## config.mk

```make
export PLATFORM = sky130hd
export DESIGN_NAME = ps2_keyboard
export DESIGN_NICKNAME = d
export VERILOG_FILES = /design/src/design/ps2_ctrl_pkg.sv /design/src/design/ps2_frame_pkg.sv /design/src/design/ps2_keyboard.sv /design/src/design/ps2_rx_output.sv /design/src/design/ps2_frame_shifter.sv /design/src/design/ps2_timers.sv /design/src/design/ps2_line_ctrl.sv
export SDC_FILE = /design/constraint.sdc
export NUM_CORES = 1
export LEC_CHECK = 0
export BUFFER_PORTS_ARGS = -buffer_cell sky130_fd_sc_hd__buf_2
export CELL_PAD_IN_SITES_DETAIL_PLACEMENT = 0
export CELL_PAD_IN_SITES_GLOBAL_PLACEMENT = 1
export CORE_MARGIN = 1.5
export CORE_UTILIZATION = 45
export DETAILED_ROUTE_END_ITERATION = 7
export GPL_TIMING_DRIVEN = 0
export PLACE_DENSITY_LB_ADDON = 0.12
export REMOVE_ABC_BUFFERS = 1
export SYNTH_ARGS = -nofsm -noshare
export SYNTH_HDL_FRONTEND = slang
export SYNTH_HIERARCHICAL = 1
export SYNTH_SLANG_ARGS = --single-unit
export TNS_END_PERCENT = 1
```

## constraint.sdc

```tcl
create_clock -name clk -period 3.7 [get_ports clk]
set_clock_uncertainty 0.2 [all_clocks]
set_input_delay 0.74 -clock clk [delete_from_list [all_inputs] [get_ports clk]]
set_output_delay 0.74 -clock clk [all_outputs]
set_load 0.03 [all_outputs]
```

## src/design/ps2_ctrl_pkg.sv

```systemverilog
//----------------------------------------------------------
// Control definitions for the PS/2 host interface. The line
// state encoding is shared by the line FSM and the datapath
// blocks that decode its edge markers; the timer width sizes
// the prescaler, inhibit and debounce counters
//----------------------------------------------------------

package ps2_ctrl_pkg;

  // states of the line FSM, receive states first
  typedef enum logic [3:0] {
    rx_clk_high,
    rx_clk_low,
    rx_fall_mark,
    rx_rise_mark,
    tx_reset_timer,
    tx_force_clk_low,
    tx_first_wait_clk_high,
    tx_wait_clk_high,
    tx_rise_mark,
    tx_clk_high,
    tx_clk_low,
    tx_wait_ack,
    tx_done_recovery,
    tx_no_ack_error
  } line_state_t;

  // width of every timer counter in the design
  localparam int timer_width_c = 16;

endpackage

```

## src/design/ps2_frame_pkg.sv

```systemverilog
//----------------------------------------------------------
// PS/2 frame layout shared by the shift register and the
// receive output logic. Holds the frame and bit counter sizes,
// the byte type used on the scan code and command ports, and
// the release prefix that translation absorbs
//----------------------------------------------------------

package ps2_frame_pkg;

  // one frame is start, eight data bits LSB first, parity and stop
  localparam int frame_bits_c = 11;

  // transmit shifting ends once start, data and parity have gone out
  localparam int tx_last_bit_c = 10;

  // scan code from the keyboard or command byte to the keyboard
  typedef logic [7:0] scan_code_t;

  // prefix sent by the keyboard ahead of a key release code
  localparam scan_code_t release_code_c = 8'hF0;

  // bit counter, one more value than a full frame is never needed
  typedef logic [3:0] bit_count_t;

endpackage
```

## src/design/ps2_keyboard.sv

```systemverilog
//----------------------------------------------------------
// PS/2 keyboard host interface, top level. Connects the line
// FSM to the timers, the frame shifter and the receive
// output stage. The PS/2 lines are open drain: a high drive
// output pulls the line low, otherwise the pullup holds it
//----------------------------------------------------------

`timescale 1ns/10ps

module ps2_keyboard #(
  parameter int unsigned inhibit_ticks_p = 2950,
  parameter int unsigned prescale_div_p  = 186
) (
  input  logic                      clk,
  input  logic                      reset,
  input  logic                      ps2_clk_i,
  input  logic                      ps2_data_i,
  input  logic                      rx_read_i,
  input  ps2_frame_pkg::scan_code_t tx_data_i,
  input  logic                      tx_write_i,
  input  logic                      translate_i,
  output logic                      ps2_clk_drive_low_o,
  output logic                      ps2_data_drive_low_o,
  output ps2_frame_pkg::scan_code_t rx_scan_code_o,
  output logic                      rx_released_o,
  output logic                      rx_data_ready_o,
  output logic                      tx_write_ack_o,
  output logic                      tx_error_no_ack_o
);

  import ps2_frame_pkg::*;
  import ps2_ctrl_pkg::*;

  line_state_t line_state;
  logic        ps2_data_sync;
  logic        ps2_clk_sync;
  logic        inhibit_en;
  logic        debounce_en;
  logic        inhibit_done;
  logic        debounce_done;
  logic        tx_bit;
  logic        tx_shift_done;
  logic        rx_frame_done;
  scan_code_t  rx_byte;

  ps2_line_ctrl i_line_ctrl (
    .clk                  (clk),
    .reset                (reset),
    .ps2_clk_i            (ps2_clk_i),
    .ps2_data_i           (ps2_data_i),
    .tx_write_i           (tx_write_i),
    .tx_bit_i             (tx_bit),
    .tx_shift_done_i      (tx_shift_done),
    .inhibit_done_i       (inhibit_done),
    .debounce_done_i      (debounce_done),
    .line_state_o         (line_state),
    .ps2_data_sync_o      (ps2_data_sync),
    .ps2_clk_sync_o       (ps2_clk_sync),
    .inhibit_en_o         (inhibit_en),
    .debounce_en_o        (debounce_en),
    .ps2_clk_drive_low_o  (ps2_clk_drive_low_o),
    .ps2_data_drive_low_o (ps2_data_drive_low_o),
    .tx_write_ack_o       (tx_write_ack_o),
    .tx_error_no_ack_o    (tx_error_no_ack_o)
  );

  ps2_timers #(
    .inhibit_ticks_p (inhibit_ticks_p),
    .prescale_div_p  (prescale_div_p)
  ) i_timers (
    .clk             (clk),
    .reset           (reset),
    .inhibit_en_i    (inhibit_en),
    .debounce_en_i   (debounce_en),
    .inhibit_done_o  (inhibit_done),
    .debounce_done_o (debounce_done)
  );

  // the write ack doubles as the load strobe for the command frame
  ps2_frame_shifter i_frame_shifter (
    .clk             (clk),
    .reset           (reset),
    .line_state_i    (line_state),
    .ps2_data_sync_i (ps2_data_sync),
    .ps2_clk_sync_i  (ps2_clk_sync),
    .inhibit_done_i  (inhibit_done),
    .tx_load_i       (tx_write_ack_o),
    .tx_data_i       (tx_data_i),
    .tx_bit_o        (tx_bit),
    .tx_shift_done_o (tx_shift_done),
    .rx_frame_done_o (rx_frame_done),
    .rx_byte_o       (rx_byte)
  );

  ps2_rx_output i_rx_output (
    .clk             (clk),
    .reset           (reset),
    .rx_frame_done_i (rx_frame_done),
    .rx_byte_i       (rx_byte),
    .translate_i     (translate_i),
    .rx_read_i       (rx_read_i),
    .rx_scan_code_o  (rx_scan_code_o),
    .rx_released_o   (rx_released_o),
    .rx_data_ready_o (rx_data_ready_o)
  );

endmodule

```

## src/design/ps2_rx_output.sv

```systemverilog
//----------------------------------------------------------
// Receive output stage. Absorbs the release prefix when
// translation is on and flags the following code as a
// release, registers the scan code and holds it behind the
// ready/read handshake
//----------------------------------------------------------

`timescale 1ns/10ps

module ps2_rx_output (
  input  logic                      clk,
  input  logic                      reset,
  input  logic                      rx_frame_done_i,
  input  ps2_frame_pkg::scan_code_t rx_byte_i,
  input  logic                      translate_i,
  input  logic                      rx_read_i,
  output ps2_frame_pkg::scan_code_t rx_scan_code_o,
  output logic                      rx_released_o,
  output logic                      rx_data_ready_o
);

  import ps2_frame_pkg::*;

  logic release_frame;
  logic out_strobe;
  logic hold_released;

  // a release prefix produces no output of its own
  assign release_frame = rx_frame_done_i && translate_i && (rx_byte_i == release_code_c);
  assign out_strobe    = rx_frame_done_i && !release_frame;

  always_ff @(posedge clk or posedge reset)
  begin
    if (reset)
    begin
      hold_released   <= 1'b0;
      rx_scan_code_o  <= '0;
      rx_released_o   <= 1'b0;
      rx_data_ready_o <= 1'b0;
    end
    else
    begin
      if (out_strobe)
      begin
        rx_scan_code_o <= rx_byte_i;
        rx_released_o  <= hold_released;
        hold_released  <= 1'b0;
      end
      else if (release_frame)
        hold_released <= 1'b1;
      // ready stays up through an overwrite until the host reads
      if (!rx_data_ready_o)
        rx_data_ready_o <= out_strobe;
      else if (rx_read_i)
        rx_data_ready_o <= 1'b0;
    end
  end

endmodule

```

## src/design/ps2_frame_shifter.sv

```systemverilog
//----------------------------------------------------------
// Frame shift register and bit counter. One register serves
// both directions: it loads a framed command byte for
// transmit and collects the incoming frame on receive. The
// counter marks the end of either frame and is cleared by
// the watchdog after a long idle clock
//----------------------------------------------------------

`timescale 1ns/10ps

module ps2_frame_shifter (
  input  logic                      clk,
  input  logic                      reset,
  input  ps2_ctrl_pkg::line_state_t line_state_i,
  input  logic                      ps2_data_sync_i,
  input  logic                      ps2_clk_sync_i,
  input  logic                      inhibit_done_i,
  input  logic                      tx_load_i,
  input  ps2_frame_pkg::scan_code_t tx_data_i,
  output logic                      tx_bit_o,
  output logic                      tx_shift_done_o,
  output logic                      rx_frame_done_o,
  output ps2_frame_pkg::scan_code_t rx_byte_o
);

  import ps2_frame_pkg::*;
  import ps2_ctrl_pkg::*;

  logic [frame_bits_c-1:0] frame_q;
  bit_count_t              bit_count;
  logic                    tx_parity;
  logic                    shift_en;
  logic                    watchdog_clear;

  // odd parity over the command byte
  assign tx_parity = ~^tx_data_i;

  // data moves on the receive fall marker and the transmit rise marker
  assign shift_en = (line_state_i == rx_fall_mark) || (line_state_i == tx_rise_mark);

  // an idle clock for the whole watchdog period drops a partial frame
  assign watchdog_clear = inhibit_done_i && (line_state_i == rx_clk_high) && ps2_clk_sync_i;

  always_ff @(posedge clk)
  begin
    if (tx_load_i)
      frame_q <= {1'b1, tx_parity, tx_data_i, 1'b0};
    else if (shift_en)
      frame_q <= {ps2_data_sync_i, frame_q[frame_bits_c-1:1]};
  end

  always_ff @(posedge clk or posedge reset)
  begin
    if (reset)
      bit_count <= '0;
    else if (rx_frame_done_o || (line_state_i == tx_wait_ack) || watchdog_clear)
      bit_count <= '0;
    else if (shift_en)
      bit_count <= bit_count + 1'b1;
  end

  // the register bottom bit is the next bit on the data line
  assign tx_bit_o        = frame_q[0];
  assign tx_shift_done_o = (bit_count == bit_count_t'(tx_last_bit_c));
  assign rx_frame_done_o = (bit_count == bit_count_t'(frame_bits_c));
  assign rx_byte_o       = frame_q[8:1];

endmodule

```

## src/design/ps2_timers.sv

```systemverilog
//----------------------------------------------------------
// Timers for the PS/2 host interface. A prescaler ticks the
// inhibit counter, which sets the clock inhibit time on
// transmit and acts as the idle watchdog on receive. A
// separate counter debounces the transmit clock edges
//----------------------------------------------------------

`timescale 1ns/10ps

module ps2_timers #(
  parameter int unsigned inhibit_ticks_p = 2950,
  parameter int unsigned prescale_div_p  = 186
) (
  input  logic clk,
  input  logic reset,
  input  logic inhibit_en_i,
  input  logic debounce_en_i,
  output logic inhibit_done_o,
  output logic debounce_done_o
);

  import ps2_ctrl_pkg::*;

  localparam logic [timer_width_c-1:0] prescale_last_c = timer_width_c'(prescale_div_p - 1);
  localparam logic [timer_width_c-1:0] inhibit_last_c  = timer_width_c'(inhibit_ticks_p);

  logic [timer_width_c-1:0] prescale_cnt;
  logic [timer_width_c-1:0] inhibit_cnt;
  logic [timer_width_c-1:0] debounce_cnt;
  logic                     prescale_tick;

  // tick once every prescale_div_p cycles of enable
  assign prescale_tick = (prescale_cnt == prescale_last_c);

  always_ff @(posedge clk or posedge reset)
  begin
    if (reset)
    begin
      prescale_cnt <= '0;
      inhibit_cnt  <= '0;
      debounce_cnt <= '0;
    end
    else
    begin
      // prescaler and inhibit counter restart whenever the enable drops
      if (!inhibit_en_i || prescale_tick)
        prescale_cnt <= '0;
      else
        prescale_cnt <= prescale_cnt + 1'b1;
      if (!inhibit_en_i)
        inhibit_cnt <= '0;
      else if (prescale_tick && !inhibit_done_o)
        inhibit_cnt <= inhibit_cnt + 1'b1;
      // debounce counts clk cycles and holds at done
      if (!debounce_en_i)
        debounce_cnt <= '0;
      else if (!debounce_done_o)
        debounce_cnt <= debounce_cnt + 1'b1;
    end
  end

  assign inhibit_done_o  = (inhibit_cnt == inhibit_last_c);
  assign debounce_done_o = (debounce_cnt == prescale_last_c);

endmodule

```

## src/design/ps2_line_ctrl.sv

```systemverilog
//----------------------------------------------------------
// Line control for the PS/2 host interface. Synchronizes the
// clock and data lines and runs the FSM that follows the
// device clock in receive and sequences a host command in
// transmit. The state is exported so the datapath blocks can
// act on the one-cycle edge marker states
//----------------------------------------------------------

`timescale 1ns/10ps

module ps2_line_ctrl (
  input  logic                      clk,
  input  logic                      reset,
  input  logic                      ps2_clk_i,
  input  logic                      ps2_data_i,
  input  logic                      tx_write_i,
  input  logic                      tx_bit_i,
  input  logic                      tx_shift_done_i,
  input  logic                      inhibit_done_i,
  input  logic                      debounce_done_i,
  output ps2_ctrl_pkg::line_state_t line_state_o,
  output logic                      ps2_data_sync_o,
  output logic                      ps2_clk_sync_o,
  output logic                      inhibit_en_o,
  output logic                      debounce_en_o,
  output logic                      ps2_clk_drive_low_o,
  output logic                      ps2_data_drive_low_o,
  output logic                      tx_write_ack_o,
  output logic                      tx_error_no_ack_o
);

  import ps2_ctrl_pkg::*;

  logic        clk_meta;
  logic        clk_sync;
  logic        data_meta;
  logic        data_sync;
  line_state_t state;
  line_state_t state_next;

  //----------------------------------------------------------
  // input synchronizers
  //----------------------------------------------------------

  // both lines idle high through the pullups, so the flops come
  // out of reset high and the FSM does not see a false edge
  always_ff @(posedge clk or posedge reset)
  begin
    if (reset)
    begin
      clk_meta  <= 1'b1;
      clk_sync  <= 1'b1;
      data_meta <= 1'b1;
      data_sync <= 1'b1;
    end
    else
    begin
      clk_meta  <= ps2_clk_i;
      clk_sync  <= clk_meta;
      data_meta <= ps2_data_i;
      data_sync <= data_meta;
    end
  end

  assign ps2_clk_sync_o  = clk_sync;
  assign ps2_data_sync_o = data_sync;

  //----------------------------------------------------------
  // line FSM
  //----------------------------------------------------------

  always_ff @(posedge clk or posedge reset)
  begin
    if (reset)
    begin
      state <= rx_clk_high;
    end
    else
    begin
      state <= state_next;
    end
  end

  always_comb
  begin
    // lines are released and timers held clear unless a state says otherwise
    state_next           = state;
    ps2_clk_drive_low_o  = 1'b0;
    ps2_data_drive_low_o = 1'b0;
    inhibit_en_o         = 1'b0;
    debounce_en_o        = 1'b0;
    case (state)
      rx_clk_high:
      begin
        // the inhibit timer runs as the receive watchdog here
        inhibit_en_o = 1'b1;
        if (tx_write_i)
          state_next = tx_reset_timer;
        else if (!clk_sync)
          state_next = rx_fall_mark;
      end
      rx_clk_low:
      begin
        inhibit_en_o = 1'b1;
        if (tx_write_i)
          state_next = tx_reset_timer;
        else if (clk_sync)
          state_next = rx_rise_mark;
      end
      // one cycle markers, the shifter samples data on the fall mark
      rx_fall_mark: state_next = rx_clk_low;
      rx_rise_mark: state_next = rx_clk_high;
      // a cycle with the timer disabled restarts the inhibit count
      tx_reset_timer: state_next = tx_force_clk_low;
      tx_force_clk_low:
      begin
        inhibit_en_o        = 1'b1;
        ps2_clk_drive_low_o = 1'b1;
        if (inhibit_done_i)
          state_next = tx_first_wait_clk_high;
      end
      tx_first_wait_clk_high:
      begin
        // clock released, start bit held low until the device clocks
        debounce_en_o        = 1'b1;
        ps2_data_drive_low_o = 1'b1;
        if (!clk_sync && debounce_done_i)
          state_next = tx_clk_low;
      end
      tx_wait_clk_high:
      begin
        // the rising edge only counts once it has been stable
        debounce_en_o        = 1'b1;
        ps2_data_drive_low_o = !tx_bit_i;
        if (clk_sync && debounce_done_i)
          state_next = tx_rise_mark;
      end
      tx_rise_mark:
      begin
        ps2_data_drive_low_o = !tx_bit_i;
        state_next           = tx_clk_high;
      end
      tx_clk_high:
      begin
        ps2_data_drive_low_o = !tx_bit_i;
        if (tx_shift_done_i)
          state_next = tx_wait_ack;
        else if (!clk_sync)
          state_next = tx_clk_low;
      end
      tx_clk_low:
      begin
        ps2_data_drive_low_o = !tx_bit_i;
        if (clk_sync)
          state_next = tx_wait_clk_high;
      end
      tx_wait_ack:
      begin
        // device must pull data low while it drives the ack clock low
        if (!clk_sync && data_sync)
          state_next = tx_no_ack_error;
        else if (!clk_sync && !data_sync)
          state_next = tx_done_recovery;
      end
      tx_done_recovery, tx_no_ack_error:
      begin
        if (clk_sync && data_sync)
          state_next = rx_clk_high;
      end
      default: state_next = rx_clk_high;
    endcase
  end

  assign line_state_o = state;

  // a command is only accepted while the FSM is in a receive idle state
  assign tx_write_ack_o = tx_write_i && ((state == rx_clk_high) || (state == rx_clk_low));

  assign tx_error_no_ack_o = (state == tx_no_ack_error);

endmodule

```

==> flow_results.org <==
** Detailed routing
- Total Routed Length :: 8.16 mm
- Avg WL per Cell :: 13.7 um
- Number of vias after detailed routing :: slightly above 3000
- For this run, the detailed router's first-pass iteration total came to 4.
- In the final routing, the length of wire on met1 measures 4.17 mm.
- Wire segments on met2 add up to 3.71 mm in the final route.
- Antenna Violating Nets Remaining :: 0
- Initial DRC count :: 148
- In the detailed route, the total length drawn on met3 is 171 um.
- Final routed DRC violation total :: 0
- After detailed routing, the number of vias per cell comes to ~5.2.
- The highest metal layer carrying signal wires in the routed design is met4.

** Logic synthesis
- During synthesis, Yosys emitted a total of 6 warnings.
- Dominant cell type by area after synthesis :: dfrtp_1
- Counting distinct cell types in the post-synthesis netlist gives 69.
- Mean Syn Cell Area :: 10.1 um2
- The share of the Yosys chip area taken by registers is 0.471.
- Synth top area share :: 0.377
- Gate count after technology mapping :: 440
- For this run, asynchronously set or reset flops after synthesis account for 0.866.
- The most used flip-flop cell after synthesis is dfrtp_1.
- After synthesis the netlist holds a flip-flop and latch count of 82.
- The synthesized netlist occupies a cell area of approximately 0.0044 mm2.
- Number of flops mapped to enable cells by yosys :: 9
- Dominant cells by area after synthesis :: dfrtp_1 38%, edfxtp_1 6.1%, xor2_1 4.7%

** Clock tree
- For this design, the CTS-stage hold fixing added 0 buffers.
- TritonCTS built the clock tree.
- The clock tree synthesis step divided the H-tree into 3 levels.
- Root buffer selected by CTS :: clkbuf_8
- No sink is reached through more buffers than the 2 on the longest clock path.
- Once the clock tree was built, the setup fixing pass inserted 0 buffers.
- CTS buffer count :: 9
- Clock insertion delay at the later pin of the skew report :: 350 ps
- Clock-pin slew was measured on the worst setup and hold paths at around 80 ps.
- Resize count post-CTS :: 0
- Number of sinks on the clock net :: 82

** Worst setup path
- Worst Setup Start Kind :: flop
- Signal arrival time at the worst endpoint :: between 2000 and 2500 ps
- The endpoint identified for the worst register-to-register timing path is i_timers/inhibit_cnt[9].
- Crit path max fanout :: 20
- Standard cell with the maximum stage delay on the critical path :: dfrtp_1
- For the worst setup path, the data required time is about 2800 ps.
- Tracing the worst setup path back leads to its startpoint at i_line_ctrl/line_state_o[3].
- The worst register-to-register path has a setup slack of 1000 ps.
- The signal on the critical path passes through or2_2, nor3b_2, buf_6, buf_2.
- Critical path start-end classification :: flop to output pin
- Path length in cells of the critical path :: 4
- STA classifies the critical path endpoint as an output pin.
- Depth of the worst register-to-register path :: 5
- The critical path ends at tx_write_ack_o.
- Largest stage delay, worst path :: approximately 570 ps
- The kind of cell with the highest combined delay along the critical path is simple AND/OR/NAND/NOR gates.
- The number of buffers and inverters on the critical path is 2.
- The worst register-to-register path begins at i_line_ctrl/line_state_o[3].

** GRT
- Total global routing track utilization :: 0.173
- The via count of the first global-routing pass came to 3039.
- Number of antenna violations at the first check in global routing :: 0
- The first global-routing pass estimated 14.2 mm of wire.
- The total overflow left after global routing is 0.
- Largest net degree at the start of global routing :: 32

** Floorplanning
- After floorplanning, the core was divided into 36 placement rows.
- The die covers 0.0105 mm2.
- The floorplan step defined a core boundary enclosing 0.00968 mm2.
- DIE HEIGHT :: just over 100 um
- Initial Utilization :: 0.459
- The die is 102 um wide.
- During I/O placement, the number of pins put on the boundary was 29.

** Layout
- Antenna diodes :: 0
- P&R area growth vs syn :: 8.48%
- In the layout the commonest cells are 67 x dfrtp_1, 49 x nor2_1, 37 x nand2_1.
- Nets :: between 400 and 500
- Most common cell after layout, fill and taps aside :: dfrtp_1
- Layout cell share with drive strength beyond 1 :: 0.171
- Summing all non-filler instances in the final layout gives an area of 0.00482 mm2.
- After the flow finishes, the layout carries non-filler instances totaling 594.

** Placement
- Routability congestion estimate :: 0.733
- The placed instances occupy a cell area of 0.00461 mm2.
- Half-perimeter wire length after detailed placement :: 5.78 mm
- Place WS :: roughly 930 ps
- Port buffering added 28 buffers.
- Including well taps, the total number of placed cells is 579.

** Timing
- Setup_tns :: 0 ps
- The final count of pins violating max slew was 0.
- Count of endpoints failing setup in the final report :: 0
- Of the available clock period, the critical path in the final layout requires 0.810.
- The count of final hold-check violations is 0.
- Max Clock Freq :: 334 MHz
- Final hold analysis gives a worst-case slack of just under 100 ps.
- Subtracting the final worst setup slack from the clock period gives 3000 ps.
- For the pin with the worst max-slew slack, the measured transition is 841 ps.
- Unrepaired setup endpoints after global routing :: no
- Final worst-path setup slack :: 702 ps
- Max_slew headroom :: 0.438

** Hold path
- The tightest min-delay check is of the input pin to asynchronous set/reset pin type.

** Pwr
- Power spread over the standard cell area amounts to 607 mW/mm2.
- Peak ir drop on the vdd network :: 336 uV
- Static Leakage :: 2.01 nW

** Status
- The flow ran to the end, and the final reports show no timing, DRC or antenna violations.

** Job
- Number of maximum-capacitance violations :: 0
-- how the worst min path moves through the flow --
stage / to / from / depth (start not counted) / slack (ps)
4_1_cts: i_frame_shifter/bit_count[3] / reset / 2 / 90
2_1_floorplan: i_line_ctrl/ps2_clk_sync_o / i_line_ctrl/clk_meta / 0 / 150
3_5_place_dp: i_line_ctrl/ps2_clk_sync_o / i_line_ctrl/clk_meta / 0 / 150
3_3_place_gp: i_line_ctrl/ps2_clk_sync_o / i_line_ctrl/clk_meta / 0 / 150
5_1_grt: i_frame_shifter/bit_count[3] / reset / 2 / 100
6_report: i_frame_shifter/bit_count[3] / reset / 2 / 100
-- synth_stat cells, drive strengths merged (2+ instances only) --
cell and instances:
nor4b 5, edfxtp 9, a31oi 4, buf 18
mux2 3, dfrtp 67, dfstp 4, nand2 38
o22ai 2, nand3 25, o31ai 5, clkbuf 6
or2 3, nand2b 3, nand3b 3, and3 8
nor2b 4, or3 5, a21oi 17, ha 8
nor3b 2, a211oi 2, nor2 50, nor4 3
or4 5, xnor2 21, and2 2, nand4bb 2
a31o 2, and4 3, a211o 2, a22o 5
xor2 24, and3b 2, mux2i 6, o21ai 15
nand4 13, nor3 6, inv 22, dfxtp 2
-- logic make-up (layout without fill, tap and decap cells) --
kind of cell	after synthesis	count (layout)	share of synthesized area
mux	9	9	0.0211
flops	82	82	0.471
buf+inv	46	67	0.0572
fa+ha+maj	8	8	0.0225
simple gates	186	186	0.233
compound gates	64	64	0.107
xor+xnor	45	45	0.0887
-- final cells by class --
cell class                      instances  area [um2]
Clock buffer                           14         194
Clock inverter                          1        5.00
Fill cell                             924        4870
Inverter                               22        82.6
Multi-Input combinational cell        312        2110
Sequential cell                        82        2090
Tap cell                              133         166
Timing Repair Buffer                   30         171
-- registers in the layout (all words and copies together), names as in the netlist, 4 cells and up --
register                    flops
i_rx_output/rx_scan_code_o      8
i_line_ctrl/line_state_o        4
i_timers/prescale_cnt          16
i_frame_shifter/bit_count       4
i_frame_shifter/frame_q        11
i_timers/inhibit_cnt           16
i_timers/debounce_cnt          16
-- layer usage --
layer,vias to the layer above,track usage
li1,1558,-
met1,1515,0.245
met2,31,0.265
met3,11,0.0328
met4,0,0.0632
met5,-,0
-- power breakdown --
| part | switching [W] | internal [W] |
|---|---|---|
| registers | 0.000222 | 0.00110 |
| logic | 0.000560 | 0.000399 |
| clock network | 0.000306 | 0.000336 |
| total | 0.00109 | 0.00184 |
-- through the flow --
step                       util  power [W]
after floorplan               -    0.00204
after detailed placement  0.476    0.00231
after CTS                 0.497    0.00296
final                     0.498    0.00293
after global placement    0.473    0.00228
after global routing      0.498    0.00315
Power figures use the tool's default switching activity.
